## config.mk

```make
export PLATFORM = sky130hd
export DESIGN_NAME = rx_pkt_reader
export DESIGN_NICKNAME = d
export VERILOG_FILES = /design/src/hdl/rx_queue_pkg.sv /design/src/hdl/rx_queue_fsm_pkg.sv /design/src/hdl/rx_pkt_reader.sv
export SDC_FILE = /design/constraint.sdc
export NUM_CORES = 1
export LEC_CHECK = 0
export BUFFER_PORTS_ARGS = -buffer_cell sky130_fd_sc_hd__buf_2
export CAP_MARGIN = 25
export CORE_AREA = 2 2 89 91
export CTS_CLUSTER_SIZE = 8
export DETAILED_ROUTE_END_ITERATION = 10
export DIE_AREA = 0 0 91 93
export PLACE_DENSITY = 0.72
export SLEW_MARGIN = 15
export SYNTH_ARGS = -nofsm -noshare
export SYNTH_HDL_FRONTEND = slang
export SYNTH_SLANG_ARGS = --single-unit
```

## constraint.sdc

```tcl
create_clock -name clk -period 1.9 [get_ports clk]
set_input_delay 0.19 -clock clk [delete_from_list [all_inputs] [get_ports clk]]
set_output_delay 0.19 -clock clk [all_outputs]
set_load 0.02 [all_outputs]
```

## src/hdl/rx_queue_pkg.sv

```systemverilog
// ----------------------------------------------------------------------
// data format of the receive queue: word and control widths, packet
// size limits, header field layout and FIFO depths
// referenced by scope from the RTL and the testbench
// ----------------------------------------------------------------------
package rx_queue_pkg;

   // word layout
   localparam int HALF_W = 16;              // one MAC halfword
   localparam int DATA_W = 64;              // one queue word
   localparam int CTRL_W = DATA_W / 8;      // one control bit per byte
   localparam int LANES  = DATA_W / HALF_W; // halfwords per word

   // packet limits
   localparam int MAX_PKT_BYTES = 2048;     // longer is oversize
   localparam int MAX_PKT_WORDS = MAX_PKT_BYTES / CTRL_W;
   localparam int BYTE_CNT_W    = 12;
   localparam int WORD_CNT_W    = 9;

   // fifo sizes, log2 of entries
   localparam int DATA_DEPTH_BITS = 9;      // 512 words, two max packets
   localparam int STAT_DEPTH_BITS = 6;

   // header word
   localparam logic [CTRL_W-1:0] STAGE_NUMBER = '1; // ctrl of a header word
   localparam int HDR_PORT_LSB = 16;        // byte length sits below this
   localparam int HDR_WLEN_LSB = 32;

endpackage

```

## src/hdl/rx_queue_fsm_pkg.sv

```systemverilog
// ----------------------------------------------------------------------
// state encodings for the receive queue writer and reader FSMs
// ----------------------------------------------------------------------
package rx_queue_fsm_pkg;

   // writer on the MAC side
   typedef enum logic [1:0] {
      PACK_IDLE,  // waiting for first halfword
      PACK_RCV,   // packing halfwords into words
      PACK_PAD,   // zero filling the final word
      PACK_DROP   // discarding until mac_last
   } pack_state_t;

   // reader on the output side
   typedef enum logic [1:0] {
      READ_WAIT,    // no status entry yet
      READ_HEADER,  // sending the length/port word
      READ_BODY     // forwarding or discarding words
   } read_state_t;

endpackage

```

## src/hdl/rx_pkt_reader.sv

```systemverilog
// ----------------------------------------------------------------------
// output side reader: takes one status entry per packet, optionally
// sends a length/port header word, then forwards a good packet under
// out_rdy or pops a bad one word per cycle without writing it out
// ----------------------------------------------------------------------
module rx_pkt_reader #(
   parameter int ENABLE_HEADER = 1,
   parameter int PORT_NUMBER   = 0
) (
   input  logic                                 clk,
   input  logic                                 reset,
   input  logic                                 stat_empty,
   input  logic [12:0]                          stat_data,
   output logic                                 stat_rd,
   input  logic                                 word_empty,
   input  logic [71:0]                          word_data,
   output logic                                 word_rd,
   output logic [rx_queue_pkg::DATA_W-1:0]      out_data,
   output logic [rx_queue_pkg::CTRL_W-1:0]      out_ctrl,
   output logic                                 out_wr,
   input  logic                                 out_rdy
);

   localparam int FIELD_W  = rx_queue_pkg::HDR_WLEN_LSB - rx_queue_pkg::HDR_PORT_LSB;
   localparam int BYTE_LSB = $clog2(rx_queue_pkg::CTRL_W); // byte-in-word bits

   rx_queue_fsm_pkg::read_state_t state, state_nxt;

   logic                                pkt_good;
   logic [rx_queue_pkg::BYTE_CNT_W-1:0] pkt_len;
   logic [rx_queue_pkg::WORD_CNT_W-1:0] word_len;
   logic [rx_queue_pkg::DATA_W-1:0]     header;
   logic                                out_wr_nxt;
   logic [rx_queue_pkg::DATA_W-1:0]     out_data_nxt;
   logic [rx_queue_pkg::CTRL_W-1:0]     out_ctrl_nxt;
   logic [rx_queue_pkg::CTRL_W-1:0]     head_ctrl;

   assign head_ctrl = word_data[71:64];

   // length in words, rounded up
   assign word_len = rx_queue_pkg::WORD_CNT_W'(pkt_len[rx_queue_pkg::BYTE_CNT_W-1:BYTE_LSB])
                   + rx_queue_pkg::WORD_CNT_W'(|pkt_len[BYTE_LSB-1:0]);

   always_comb begin
      header = '0;
      header[rx_queue_pkg::HDR_PORT_LSB-1:0]        = rx_queue_pkg::HDR_PORT_LSB'(pkt_len);
      header[rx_queue_pkg::HDR_PORT_LSB +: FIELD_W] = FIELD_W'(PORT_NUMBER);
      header[rx_queue_pkg::HDR_WLEN_LSB +: FIELD_W] = FIELD_W'(word_len);
   end

   // ------------------------------------------------------------------
   // reader FSM
   // ------------------------------------------------------------------
   always_comb begin
      state_nxt    = state;
      stat_rd      = 1'b0;
      word_rd      = 1'b0;
      out_wr_nxt   = 1'b0;
      out_data_nxt = word_data[rx_queue_pkg::DATA_W-1:0];
      out_ctrl_nxt = head_ctrl;
      case (state)
         rx_queue_fsm_pkg::READ_WAIT: begin
            if (!stat_empty) begin
               stat_rd   = 1'b1;                  // packet fully stored by now
               state_nxt = (stat_data[12] && ENABLE_HEADER != 0) ?
                           rx_queue_fsm_pkg::READ_HEADER : rx_queue_fsm_pkg::READ_BODY;
            end
         end
         rx_queue_fsm_pkg::READ_HEADER: begin
            out_data_nxt = header;
            out_ctrl_nxt = rx_queue_pkg::STAGE_NUMBER;
            if (out_rdy) begin
               out_wr_nxt = 1'b1;
               state_nxt  = rx_queue_fsm_pkg::READ_BODY;
            end
         end
         rx_queue_fsm_pkg::READ_BODY: begin
            if (!word_empty && (out_rdy || !pkt_good)) begin
               word_rd    = 1'b1;
               out_wr_nxt = pkt_good;           // bad words just drain
               if (head_ctrl != '0) state_nxt = rx_queue_fsm_pkg::READ_WAIT;
            end
         end
         default: state_nxt = rx_queue_fsm_pkg::READ_WAIT;
      endcase
   end

   always_ff @(posedge clk) begin
      if (reset) begin
         state  <= rx_queue_fsm_pkg::READ_WAIT;
         out_wr <= 1'b0;
      end else begin
         state  <= state_nxt;
         out_wr <= out_wr_nxt;
      end
   end

   // output payload and popped status
   always_ff @(posedge clk) begin
      out_data <= out_data_nxt;
      out_ctrl <= out_ctrl_nxt;
      if (stat_rd) begin
         pkt_good <= stat_data[12];
         pkt_len  <= stat_data[rx_queue_pkg::BYTE_CNT_W-1:0];
      end
   end

endmodule

```

# Word level (Yosys, flattened, before mapping)
# Index checks and enable logic that the tools add are counted.
op_classes:
  reduce_logical: 8
  n_eq_ne: 6
  muxes: 14
  add_sub_neg: 1
op_table:
  columns: ["cell", "n"]
  rows:
  - ["$mux 41", 1]
  - ["$mux 2", 5]
  - ["$add 9x1->9", 1]
  - ["$ne 2x2->1 const B", 4]
  - ["$reduce_bool 8->1", 1]
  - ["$mux 1", 6]
  - ["$pmux 2 s3", 1]
  - ["$reduce_and 4->1", 1]
  - ["$reduce_or 3->1", 1]
  - ["$eq 2x1->1 const B", 1]
  - ["$eq 2x2->1 const B", 1]
  - ["$logic_not 1->1", 2]
  - ["$logic_not 2->1", 1]
  - ["$pmux 1 s2", 1]
  - ["$logic_and 1x1->1", 1]
  - ["$logic_or 1x1->1", 1]
totals:
  in_bits: 90
  regBits: 88
  elab_cells: 36
  out_inout_bits: 75

# Logic depth before layout (Yosys ltp)
# Gate-level depths: netlist of the first run.
depth:
  depth_word: 5
  depth_mapped: 7

# Least setup slack after synthesis of the first run
# Ideal clock, no wire load.
synth_path:
  path_type: "register to register"
  from: "reg state[0]"
  to: "reg pkt_good, enable pin"
  required_time_ns: 1.503
  stages_incl_launch_ff: 4
  slack_ns: -0.011
  t_arrival_ns: 1.514
  path_cell_list: "dfxtp_1 > inv_1 > ha_1 > nor2b_1"
synth_between:
  elab_chain_len: 2
synth_rtl:
  columns: ["item", "line_no", "source"]
  rows:
  - ["start: declaration", "rx_pkt_reader.sv:27", "rx_queue_fsm_pkg::read_state_t state, state_nxt;"]
  - ["start signal: assignment", "rx_pkt_reader.sv:90", "state <= rx_queue_fsm_pkg::READ_WAIT;"]
  - ["start signal: assignment", "rx_pkt_reader.sv:93", "state <= state_nxt;"]
  - ["$logic_not 2->1", "rx_pkt_reader.sv:61", "case (state)"]
  - ["$mux 1", "rx_pkt_reader.sv:61", null]
  - ["named net stat_rd", "rx_pkt_reader.sv:14", "output logic stat_rd,"]
  - ["end signal: assignment", "rx_pkt_reader.sv:103", "pkt_good <= stat_data[12];"]
  - ["end: declaration", "rx_pkt_reader.sv:29", "logic pkt_good;"]
# The timed path passes the listed nets, and every way through them passes these cells.
# A chain may end at the register's enable or synchronous reset.

# Worst setup path in the final report of the first run
layout_path:
  from: "reg pkt_len[0] (netlist bit)"
  to: "reg out_data[40] (netlist bit)"
layout_between:
  elab_chain_len: 3
layout_rtl:
  columns: ["item", "line_no", "source"]
  rows:
  - ["start: declaration", "rx_pkt_reader.sv:30", "logic [rx_queue_pkg::BYTE_CNT_W-1:0] pkt_len;"]
  - ["start signal: assignment", "rx_pkt_reader.sv:104", "pkt_len <= stat_data[rx_queue_pkg::BYTE_CNT_W-1:0];"]
  - ["$reduce_or 3->1", "rx_pkt_reader.sv:42", "+ rx_queue_pkg::WORD_CNT_W'(|pkt_len[BYTE_LSB-1:0]);"]
  - ["$add 9x1->9", "rx_pkt_reader.sv:42", null]
  - ["$mux 41", "rx_pkt_reader.sv:61", null]
  - ["named net out_data_nxt, one bit", "rx_pkt_reader.sv:34", "logic [rx_queue_pkg::DATA_W-1:0] out_data_nxt;"]
  - ["end signal: assignment", "rx_pkt_reader.sv:100", "out_data <= out_data_nxt;"]
  - ["end: declaration", "rx_pkt_reader.sv:18", "output logic [rx_queue_pkg::DATA_W-1:0] out_data,"]
# The timed path passes the listed nets, and every way through them passes these cells.

==> flow_summary.html, run 1 <==
<table>
<tr><th>Metric</th><th>Value</th></tr>
<tr><th colspan="2">Floorplan</th></tr>
<tr><td>Die area</td><td>0.008463 sq mm</td></tr>
<tr><td>IO Count</td><td>165</td></tr>
<tr><td>Row count</td><td>32</td></tr>
<tr><td>Initial cell density of the core</td><td>37.45%</td></tr>
<tr><td>DIE WIDTH</td><td>91 um</td></tr>
<tr><td>Die Span Y</td><td>93 um</td></tr>
<tr><td>Core area</td><td>0.007527 sq mm</td></tr>
<tr><th colspan="2">Critical path</th></tr>
<tr><td>Critical-path maximum fanout</td><td>3</td></tr>
<tr><td>Crit Path Class</td><td>reg -&gt; reg</td></tr>
<tr><td>Capturing element type of the critical path</td><td>register</td></tr>
<tr><td>Critical register-to-register path endpoint</td><td>out_data[40]</td></tr>
<tr><td>Worst Reg2Reg Path Length in Cells</td><td>7</td></tr>
<tr><td>Critical path, cell by cell</td><td>or3_1 &gt; ha_2 &gt; ha_2 &gt; and3_4 &gt; nand3_1 &gt; xor2_1 &gt; a21oi_1</td></tr>
<tr><td>Cell seen most often among critical-path stages</td><td>ha_2</td></tr>
<tr><td>Type of origin of the critical path</td><td>register</td></tr>
<tr><td>Slowest cell on crit path</td><td>edfxtp_1</td></tr>
<tr><td>Beginning of the worst register-to-register path</td><td>pkt_len[0]</td></tr>
<tr><td>Required time of the worst setup path</td><td>2.13 ns</td></tr>
<tr><td>Largest stage delay, worst path</td><td>0.39 ns</td></tr>
<tr><td>Data arrival time of the critical path</td><td>1.98 ns</td></tr>
<tr><td>Gate family responsible for the most delay along the worst path</td><td>simple AND/OR/NAND/NOR gates</td></tr>
<tr><td>CP bufs+invs</td><td>0</td></tr>
<tr><td>Worst setup slack for register-to-register paths</td><td>0.15 ns</td></tr>
<tr><th colspan="2">Clocking</th></tr>
<tr><td>Library cell used as clock root buffer</td><td>clkbuf_8</td></tr>
<tr><td>Buffer levels on the longest clock path</td><td>2</td></tr>
<tr><td>Clock latency on the worst-skew pair</td><td>0.35 ns</td></tr>
<tr><td>Clk sink count</td><td>88</td></tr>
<tr><td>TritonCTS clock tree</td><td>yes</td></tr>
<tr><td>Maximum level of the CTS H-tree</td><td>3</td></tr>
<tr><td>TritonCTS buffer count</td><td>9</td></tr>
<tr><td>Clk slew on worst S/H paths</td><td>0.09 ns</td></tr>
<tr><th colspan="2">Detailed routing</th></tr>
<tr><td>First-pass iteration count of the detailed router</td><td>4</td></tr>
<tr><td>Wire per inst</td><td>11.64 um</td></tr>
<tr><td>Drt drc</td><td>0</td></tr>
<tr><td>Antenna-violating nets left</td><td>0</td></tr>
<tr><td>Top sig layer</td><td>met4</td></tr>
<tr><td>Number of violations reported at the end of detailed-routing iteration 0</td><td>57</td></tr>
<tr><td>Met3 Routed Length</td><td>545 um</td></tr>
<tr><td>Via count</td><td>2181</td></tr>
<tr><td>Via density per instance</td><td>4.260</td></tr>
<tr><td>Total detailed-routing wirelength</td><td>5961 um</td></tr>
<tr><td>Routed length on met2</td><td>3036 um</td></tr>
<tr><td>Met1 Wirelength</td><td>2275 um</td></tr>
<tr><th colspan="2">Yosys</th></tr>
<tr><td>Share of synthesized area spent on multiplexers</td><td>6.480%</td></tr>
<tr><td>Simple-gate share of the synthesized area</td><td>16.29%</td></tr>
<tr><td>Post-Synthesis Net Count</td><td>316</td></tr>
<tr><td>Largest family of logic cells by synthesized area</td><td>simple AND/OR/NAND/NOR gates</td></tr>
<tr><td>Primary FF master, synth</td><td>dfxtp_1</td></tr>
<tr><td>Portion of the post-synthesis area used by sequential elements</td><td>67.11%</td></tr>
<tr><td>EDFF count, synth</td><td>13</td></tr>
<tr><td>Xor/xnor share of the synthesized area</td><td>2.175%</td></tr>
<tr><td>Post-synthesis compound-gate area fraction</td><td>3.595%</td></tr>
<tr><td>Post-synth design cell area</td><td>0.002819 sq mm</td></tr>
<tr><td>Count of state elements after synthesis</td><td>88</td></tr>
<tr><td>Yosys Warn Count</td><td>0</td></tr>
<tr><td>Post-synthesis adder-cell area fraction</td><td>2.219%</td></tr>
<tr><td>Average size of a mapped cell</td><td>12.76 sq um</td></tr>
<tr><td>Synth async-reset ratio</td><td>0%</td></tr>
<tr><td>Library cells used by synthesis</td><td>32</td></tr>
<tr><td>Cell count after synthesis</td><td>221</td></tr>
<tr><th colspan="2">Min path</th></tr>
<tr><td>Worst min-delay path category</td><td>in -&gt; reg</td></tr>
<tr><td>Hold-critical path depth</td><td>2</td></tr>
<tr><td>Launch instance of the worst min-delay path</td><td>word_data[67]</td></tr>
<tr><td>Hold endpoint</td><td>out_ctrl[3]</td></tr>
<tr><th colspan="2">Layout</th></tr>
<tr><td>Area growth from synthesis to layout</td><td>46.78%</td></tr>
<tr><td>Final nets</td><td>500</td></tr>
<tr><td>Post-route core utilization</td><td>54.97%</td></tr>
<tr><td>N_diodes</td><td>0</td></tr>
<tr><td>Fraction of layout cells with a size suffix above 1</td><td>48.54%</td></tr>
<tr><td>Fill cell total of the finished layout</td><td>692</td></tr>
<tr><th colspan="2">Global routing</th></tr>
<tr><td>Maximum number of pins on one net before global-route repair</td><td>35</td></tr>
<tr><td>Vias in the first global route</td><td>2138</td></tr>
<tr><td>Global routing usage summed across all routing layers</td><td>14.15%</td></tr>
<tr><td>GRT Residual Overflow</td><td>0</td></tr>
<tr><td>Antenna violations before repair</td><td>0</td></tr>
<tr><td>Global-route wire length before repair</td><td>9218 um</td></tr>
<tr><th colspan="2">Placement</th></tr>
<tr><td>PortBufs</td><td>164</td></tr>
<tr><td>DP Wirelength</td><td>4560 um</td></tr>
<tr><td>Routability-driven placement congestion ratio</td><td>0.7943</td></tr>
<tr><th colspan="2">STA</th></tr>
<tr><td>Hold violation total from the final report</td><td>0</td></tr>
<tr><td>Sum of negative setup slack</td><td>0 ns</td></tr>
<tr><td>Max-slew violation count</td><td>0</td></tr>
<tr><td>Post-route clock skew</td><td>0.009631 ns</td></tr>
<tr><td>Worst Tran Pin Value</td><td>0.3425 ns</td></tr>
<tr><td>Clock period minus final worst setup slack</td><td>1.750 ns</td></tr>
<tr><td>Relative slew slack</td><td>77.17%</td></tr>
<tr><td>Number of endpoints failing setup at the final stage</td><td>0</td></tr>
<tr><td>Max Fclk</td><td>571.5 MHz</td></tr>
<tr><td>Part of the cycle the worst path needs</td><td>92.10%</td></tr>
<tr><td>RSZ-0062 raised after global routing</td><td>false</td></tr>
<tr><th colspan="2">Outcome</th></tr>
<tr><td>Result of the run</td><td>finished, final reports clean</td></tr>
<tr><th colspan="2">Power</th></tr>
<tr><td>Total power divided by cell area</td><td>1257 mW/mm^2</td></tr>
<tr><td>Worst IR drop on VDD</td><td>0.0005606 V</td></tr>
<tr><td>P_leak</td><td>0.001944 uW</td></tr>
<tr><th colspan="2">Run</th></tr>
<tr><td>Max-cap violations</td><td>0</td></tr>
</table>
cell families after synthesis:
group,Yosys count
AO/OA/AOI/OAI,14
XOR/XNOR,7
adder cells (fa/ha/maj),5
buffers and inverters,15
flip-flops,88
multiplexers,16
AND/OR/NAND/NOR,76
sequential cells by signal, indices dropped and copies added, names as in the netlist:
signal    count
state         2
pkt_len      12
pkt_good      1
out_data     64
out_ctrl      8
out_wr        1
what timing repair did:
item,4_1_cts,5_1_grt
hold buffers,7,5
setup buffers,0,1
endpoints found under the hold margin,7,5
setup endpoints to repair,0,2
resized for setup,0,3
per-layer routing:
metal | up-vias | GRT usage, %
li1 | 1092 | -
met1 | 977 | 14.16
met2 | 104 | 25.06
met3 | 8 | 6.044
met4 | 0 | 7.323
met5 | - | 0
layout make-up:
class	instances	area, sq um	area share, %
well taps	102	127.6	3.084
inverters	6	22.52	0.5443
flip-flops and latches	88	1892	45.72
clock buffers	9	123.9	2.994
multi-input cells	118	882.1	21.32
clock inverters	7	103.9	2.510
repair buffers	182	985.9	23.83
worst register-to-register path: stages (launching register included):
cell and delay, ns:
edfxtp_1 0.39, or3_1 0.38, ha_2 0.20, ha_2 0.18
and3_4 0.16, nand3_1 0.09, xor2_1 0.15, a21oi_1 0.08
metrics by stage:
step / std cells / setup WS [ns] / power [uW] / hold WS, ns / instance area, sq um
after global placement: 483 / 0.1188 / 3783 / 0.3684 / 3772
after CTS: 506 / 0.03409 / 5265 / 0.001210 / 4070
after detailed placement: 483 / 0.05182 / 3813 / 0.3681 / 3772
after floorplan: 221 / 0.1753 / 3299 / 0.2661 / 2821
after global routing: 512 / 0.03343 / 5502 / 0.01808 / 4138
final: 512 / 0.1501 / 5201 / 0.04565 / 4138
placed cells by master (no fill, tap or decap), drive strengths merged, types with 2 or more instances in the layout:
cell type,Yosys,routed
buf,4,170
dfxtp,75,75
nor2b,45,45
mux2,15,15
edfxtp,13,13
dlygate4sd3,0,12
nor2,10,10
a21oi,9,9
clkbuf,5,9
or2,8,8
inv,6,8
ha,5,5
xnor2,4,4
nand3,3,3
xor2,3,3
clkinv,0,3
nor4,2,2
bufinv,0,2
and3,2,2
worst max path at each step:
| stage | cells past startpoint | start | slack (ns) | end |
|---|---|---|---|---|
| floorplan | 7 | pkt_len[0] | 0.18 | out_data[38] |
| global placement | 7 | pkt_len[0] | 0.12 | out_data[38] |
| detailed placement | 7 | pkt_len[0] | 0.05 | out_data[40] |
| CTS | 7 | pkt_len[0] | 0.03 | out_data[40] |
| global route | 7 | pkt_len[0] | 0.03 | out_data[40] |
| finish | 7 | pkt_len[0] | 0.15 | out_data[40] |
synthesized netlist by cell type, types with 2 or more instances:
master,instances,area (sq um)
nor2_1,10,37.54
inv_1,5,18.77
ha_1,5,62.56
xnor2_1,4,35.03
mux2_1,11,123.9
nor2b_1,45,281.5
xor2_1,3,26.28
dfxtp_1,75,1501
edfxtp_1,13,390.4
nor4_2,2,25.02
nand3_1,3,15.01
clkbuf_1,5,18.77
a21oi_1,9,45.04
buf_2,3,15.01
or2_1,8,50.05
and3_1,2,12.51
mux2_2,3,33.78
report_power, final:
group / switching [uW] / internal [uW] / total [uW]
registers: 110 / 2260 / 2370
clock network: 665 / 759 / 1420
logic: 845 / 565 / 1410
No activity file was read; power rests on OpenSTA's default activity.
==> inputs of run 2 (changes only) <==
--- a/config.mk
+++ b/config.mk
@@ -5,6 +5,7 @@
 export SDC_FILE = /design/constraint.sdc
 export NUM_CORES = 1
 export LEC_CHECK = 0
+export ABC_AREA = 0
 export BUFFER_PORTS_ARGS = -buffer_cell sky130_fd_sc_hd__buf_2
 export CAP_MARGIN = 25
 export CORE_AREA = 2 2 89 91
==> constraint.sdc (replaced) <==
create_clock -name clk -period 1.9 [get_ports clk]
set_input_delay 0.285 -clock clk [delete_from_list [all_inputs] [get_ports clk]]
set_output_delay 0.285 -clock clk [all_outputs]
set_load 0.02 [all_outputs]
==> flow_summary.html, run 2 (synthesis results as in run 1) <==
<table>
<tr><th>Metric</th><th>Value</th></tr>
<tr><th colspan="2">Layout</th></tr>
<tr><td>Most common cell after layout, fill and taps aside</td><td>buf_2</td></tr>
<tr><td>FF+latch area</td><td>0.001892 sq mm (unchanged)</td></tr>
<tr><td>Fill cell total of the finished layout</td><td>723 (+4.5%)</td></tr>
<tr><td>Final nets</td><td>486 (-2.8%)</td></tr>
<tr><td>Register name with the most flops</td><td>out_data</td></tr>
<tr><td>Leading registers by flop count</td><td>out_data x64, pkt_len x12, out_ctrl x8</td></tr>
<tr><td>Fraction of layout cells with a size suffix above 1</td><td>49.49% (+0.96 points)</td></tr>
<tr><td>Commonest cells after routing, fill and taps aside</td><td>164 x buf_2, 75 x dfxtp_1, 44 x nor2b_1, 13 x edfxtp_1, 11 x mux2_1</td></tr>
<tr><td>Area used by multi-input combinational logic</td><td>882.1 sq um (unchanged)</td></tr>
<tr><td>Largest register FFs</td><td>64 (unchanged)</td></tr>
<tr><td>Area growth from synthesis to layout</td><td>40.39%</td></tr>
<tr><td>Count of placed standard cells in the final layout, fillers left out</td><td>498 (-2.7%)</td></tr>
<tr><td>N_diodes</td><td>0 (unchanged)</td></tr>
<tr><th colspan="2">Run</th></tr>
<tr><td>Max-cap violations</td><td>0 (unchanged)</td></tr>
<tr><th colspan="2">Detailed routing</th></tr>
<tr><td>First-pass iteration count of the detailed router</td><td>4 (unchanged)</td></tr>
<tr><td>Antenna-violating nets left</td><td>0 (unchanged)</td></tr>
<tr><td>Total detailed-routing wirelength</td><td>5957 um (about the same)</td></tr>
<tr><td>Wire per inst</td><td>11.96 um (+2.7%)</td></tr>
<tr><td>Via count</td><td>2111 (-3.2%)</td></tr>
<tr><td>Via density per instance</td><td>4.239 (-0.49%)</td></tr>
<tr><td>Number of violations reported at the end of detailed-routing iteration 0</td><td>42 (-26%)</td></tr>
<tr><td>Drt drc</td><td>0 (unchanged)</td></tr>
<tr><th colspan="2">STA</th></tr>
<tr><td>Post-route clock skew</td><td>0.01063 ns (+0.0009969 ns)</td></tr>
<tr><td>Hold violation total from the final report</td><td>0 (unchanged)</td></tr>
<tr><td>Clock period minus final worst setup slack</td><td>1.768 ns (+0.01801 ns)</td></tr>
<tr><td>Max Fclk</td><td>565.6 MHz (-1.0%)</td></tr>
<tr><td>Number of endpoints failing setup at the final stage</td><td>0 (unchanged)</td></tr>
<tr><td>RSZ-0062 raised after global routing</td><td>false</td></tr>
<tr><td>Relative slew slack</td><td>81.73% (+4.6 points)</td></tr>
<tr><td>Part of the cycle the worst path needs</td><td>93.05% (+0.95 points)</td></tr>
<tr><td>Max-slew violation count</td><td>0 (unchanged)</td></tr>
<tr><td>Sum of negative setup slack</td><td>0 ns (unchanged)</td></tr>
<tr><td>Worst Tran Pin Value</td><td>0.2741 ns (-0.06841 ns)</td></tr>
<tr><td>Slack of the critical path</td><td>0.1321 ns (-0.01801 ns)</td></tr>
<tr><th colspan="2">Critical path</th></tr>
<tr><td>Crit Path Class</td><td>reg -&gt; reg</td></tr>
<tr><td>Largest stage delay, worst path</td><td>0.40 ns (about the same)</td></tr>
<tr><td>Slowest cell on crit path</td><td>edfxtp_1</td></tr>
<tr><td>Data arrival time of the critical path</td><td>2.00 ns (+0.02 ns)</td></tr>
<tr><td>Critical path, cell by cell</td><td>or3_1 &gt; ha_2 &gt; ha_2 &gt; and3_4 &gt; nand3_1 &gt; xor2_1 &gt; a21oi_1</td></tr>
<tr><td>Required time of the worst setup path</td><td>2.13 ns (about the same)</td></tr>
<tr><td>CP bufs+invs</td><td>0 (unchanged)</td></tr>
<tr><td>Type of origin of the critical path</td><td>register</td></tr>
<tr><td>Capturing element type of the critical path</td><td>register</td></tr>
<tr><td>Gate family responsible for the most delay along the worst path</td><td>simple AND/OR/NAND/NOR gates</td></tr>
<tr><td>Critical-path maximum fanout</td><td>3 (unchanged)</td></tr>
<tr><td>Cell seen most often among critical-path stages</td><td>ha_2</td></tr>
<tr><th colspan="2">Placement</th></tr>
<tr><td>PortBufs</td><td>164 (unchanged)</td></tr>
<tr><td>Number of instances in the placed design</td><td>482 (-0.21%)</td></tr>
<tr><td>Routability-driven placement congestion ratio</td><td>0.7326 (-7.8%)</td></tr>
<tr><td>DP Wirelength</td><td>4648 um (+1.9%)</td></tr>
<tr><td>Worst slack at placement</td><td>0.05465 ns (+0.002829 ns)</td></tr>
<tr><th colspan="2">Clocking</th></tr>
<tr><td>Buffers inserted during post-CTS setup optimization</td><td>0 (unchanged)</td></tr>
<tr><td>Buffer levels on the longest clock path</td><td>2 (unchanged)</td></tr>
<tr><td>Library cell used as clock root buffer</td><td>clkbuf_8</td></tr>
<tr><td>TritonCTS buffer count</td><td>9 (unchanged)</td></tr>
<tr><td>Maximum level of the CTS H-tree</td><td>3 (unchanged)</td></tr>
<tr><td>Clk sink count</td><td>88 (unchanged)</td></tr>
<tr><td>Clk slew on worst S/H paths</td><td>0.09 ns (about the same)</td></tr>
<tr><td>Clock latency on the worst-skew pair</td><td>0.35 ns (about the same)</td></tr>
<tr><td>TritonCTS clock tree</td><td>yes</td></tr>
<tr><th colspan="2">Floorplan</th></tr>
<tr><td>Initial cell density of the core</td><td>37.45% (unchanged)</td></tr>
<tr><td>IO Count</td><td>165 (unchanged)</td></tr>
<tr><td>DIE WIDTH</td><td>91 um (unchanged)</td></tr>
<tr><td>Core area</td><td>0.007527 sq mm (unchanged)</td></tr>
<tr><td>Die Span Y</td><td>93 um (unchanged)</td></tr>
<tr><td>Row count</td><td>32 (unchanged)</td></tr>
<tr><td>Die area</td><td>0.008463 sq mm (unchanged)</td></tr>
<tr><th colspan="2">Outcome</th></tr>
<tr><td>Result of the run</td><td>finished, final reports clean</td></tr>
<tr><th colspan="2">Global routing</th></tr>
<tr><td>Vias in the first global route</td><td>2078 (-2.8%)</td></tr>
<tr><td>GRT Residual Overflow</td><td>0 (unchanged)</td></tr>
<tr><td>Maximum number of pins on one net before global-route repair</td><td>57 (+63%)</td></tr>
<tr><td>Global-route wire length before repair</td><td>9280 um (+0.67%)</td></tr>
<tr><td>Global routing usage summed across all routing layers</td><td>14.09% (-0.062 points)</td></tr>
<tr><td>Antenna violations before repair</td><td>1 (+1)</td></tr>
<tr><th colspan="2">Power</th></tr>
<tr><td>Total power divided by cell area</td><td>1236 mW/mm^2 (-1.7%)</td></tr>
<tr><td>P_leak</td><td>0.001853 uW (-4.7%)</td></tr>
<tr><td>Worst IR drop on VDD</td><td>0.0004511 V (-20%)</td></tr>
<tr><th colspan="2">Min path</th></tr>
<tr><td>Worst min-delay path category</td><td>in -&gt; reg</td></tr>
</table>
==> run 2: cell type report <==
| cell class | instances | share of cell area [%] |
|---|---|---|
| Tap cell | 102 | 3.225 |
| Inverter | 6 | 0.5691 |
| Clock inverter | 6 | 1.075 |
| Clock buffer | 10 | 3.225 |
| Multi-Input combinational cell | 118 | 22.29 |
| Timing Repair Buffer | 168 | 21.81 |
| Sequential cell | 88 | 47.80 |
==> run 2: worst paths after layout <==
path,startpoint,slack [ns],to,cells past startpoint
worst max-delay path,pkt_len[0],0.13,out_data[40],7
worst min-delay path,stat_data[0],0.10,pkt_len[0],1
worst max register to register,pkt_len[0],0.13,out_data[40],7
worst min register to register,pkt_len[1],0.49,out_data[1],1
==> run 2: power breakdown <==
part	total, uW	switching, uW	internal (uW)	leakage [uW]
logic	1400	846	552	0.00102
registers	2370	110	2260	0.000756
clock network	1130	645	481	0.0000813
total	4890	1600	3290	0.00185
==> run 2: per-layer routing <==
layer,track usage (%),up-vias,wire length (um)
li1,-,1061,-
met1,15.46,936,2311
met2,24.01,98,2916
met3,5.077,14,570
met4,7.323,2,142
met5,0,-,16
==> run 2: timing repair <==
action                     4_1_cts  5_1_grt
hold buffers                     0        0
setup endpoints to repair        0        2
resized for setup                0        3
==> run 2: metrics by stage <==
step	hold slack [ns]	cell area [sq um]	util (%)	total power, uW
global placement	0.4595	3777	50.18	3795
detailed placement	0.4631	3777	50.18	3829
global route	0.07337	3958	52.58	5192
CTS	0.08304	3948	52.44	4976
floorplan	0.3611	2821	-	3299
finish	0.1037	3958	52.58	4893
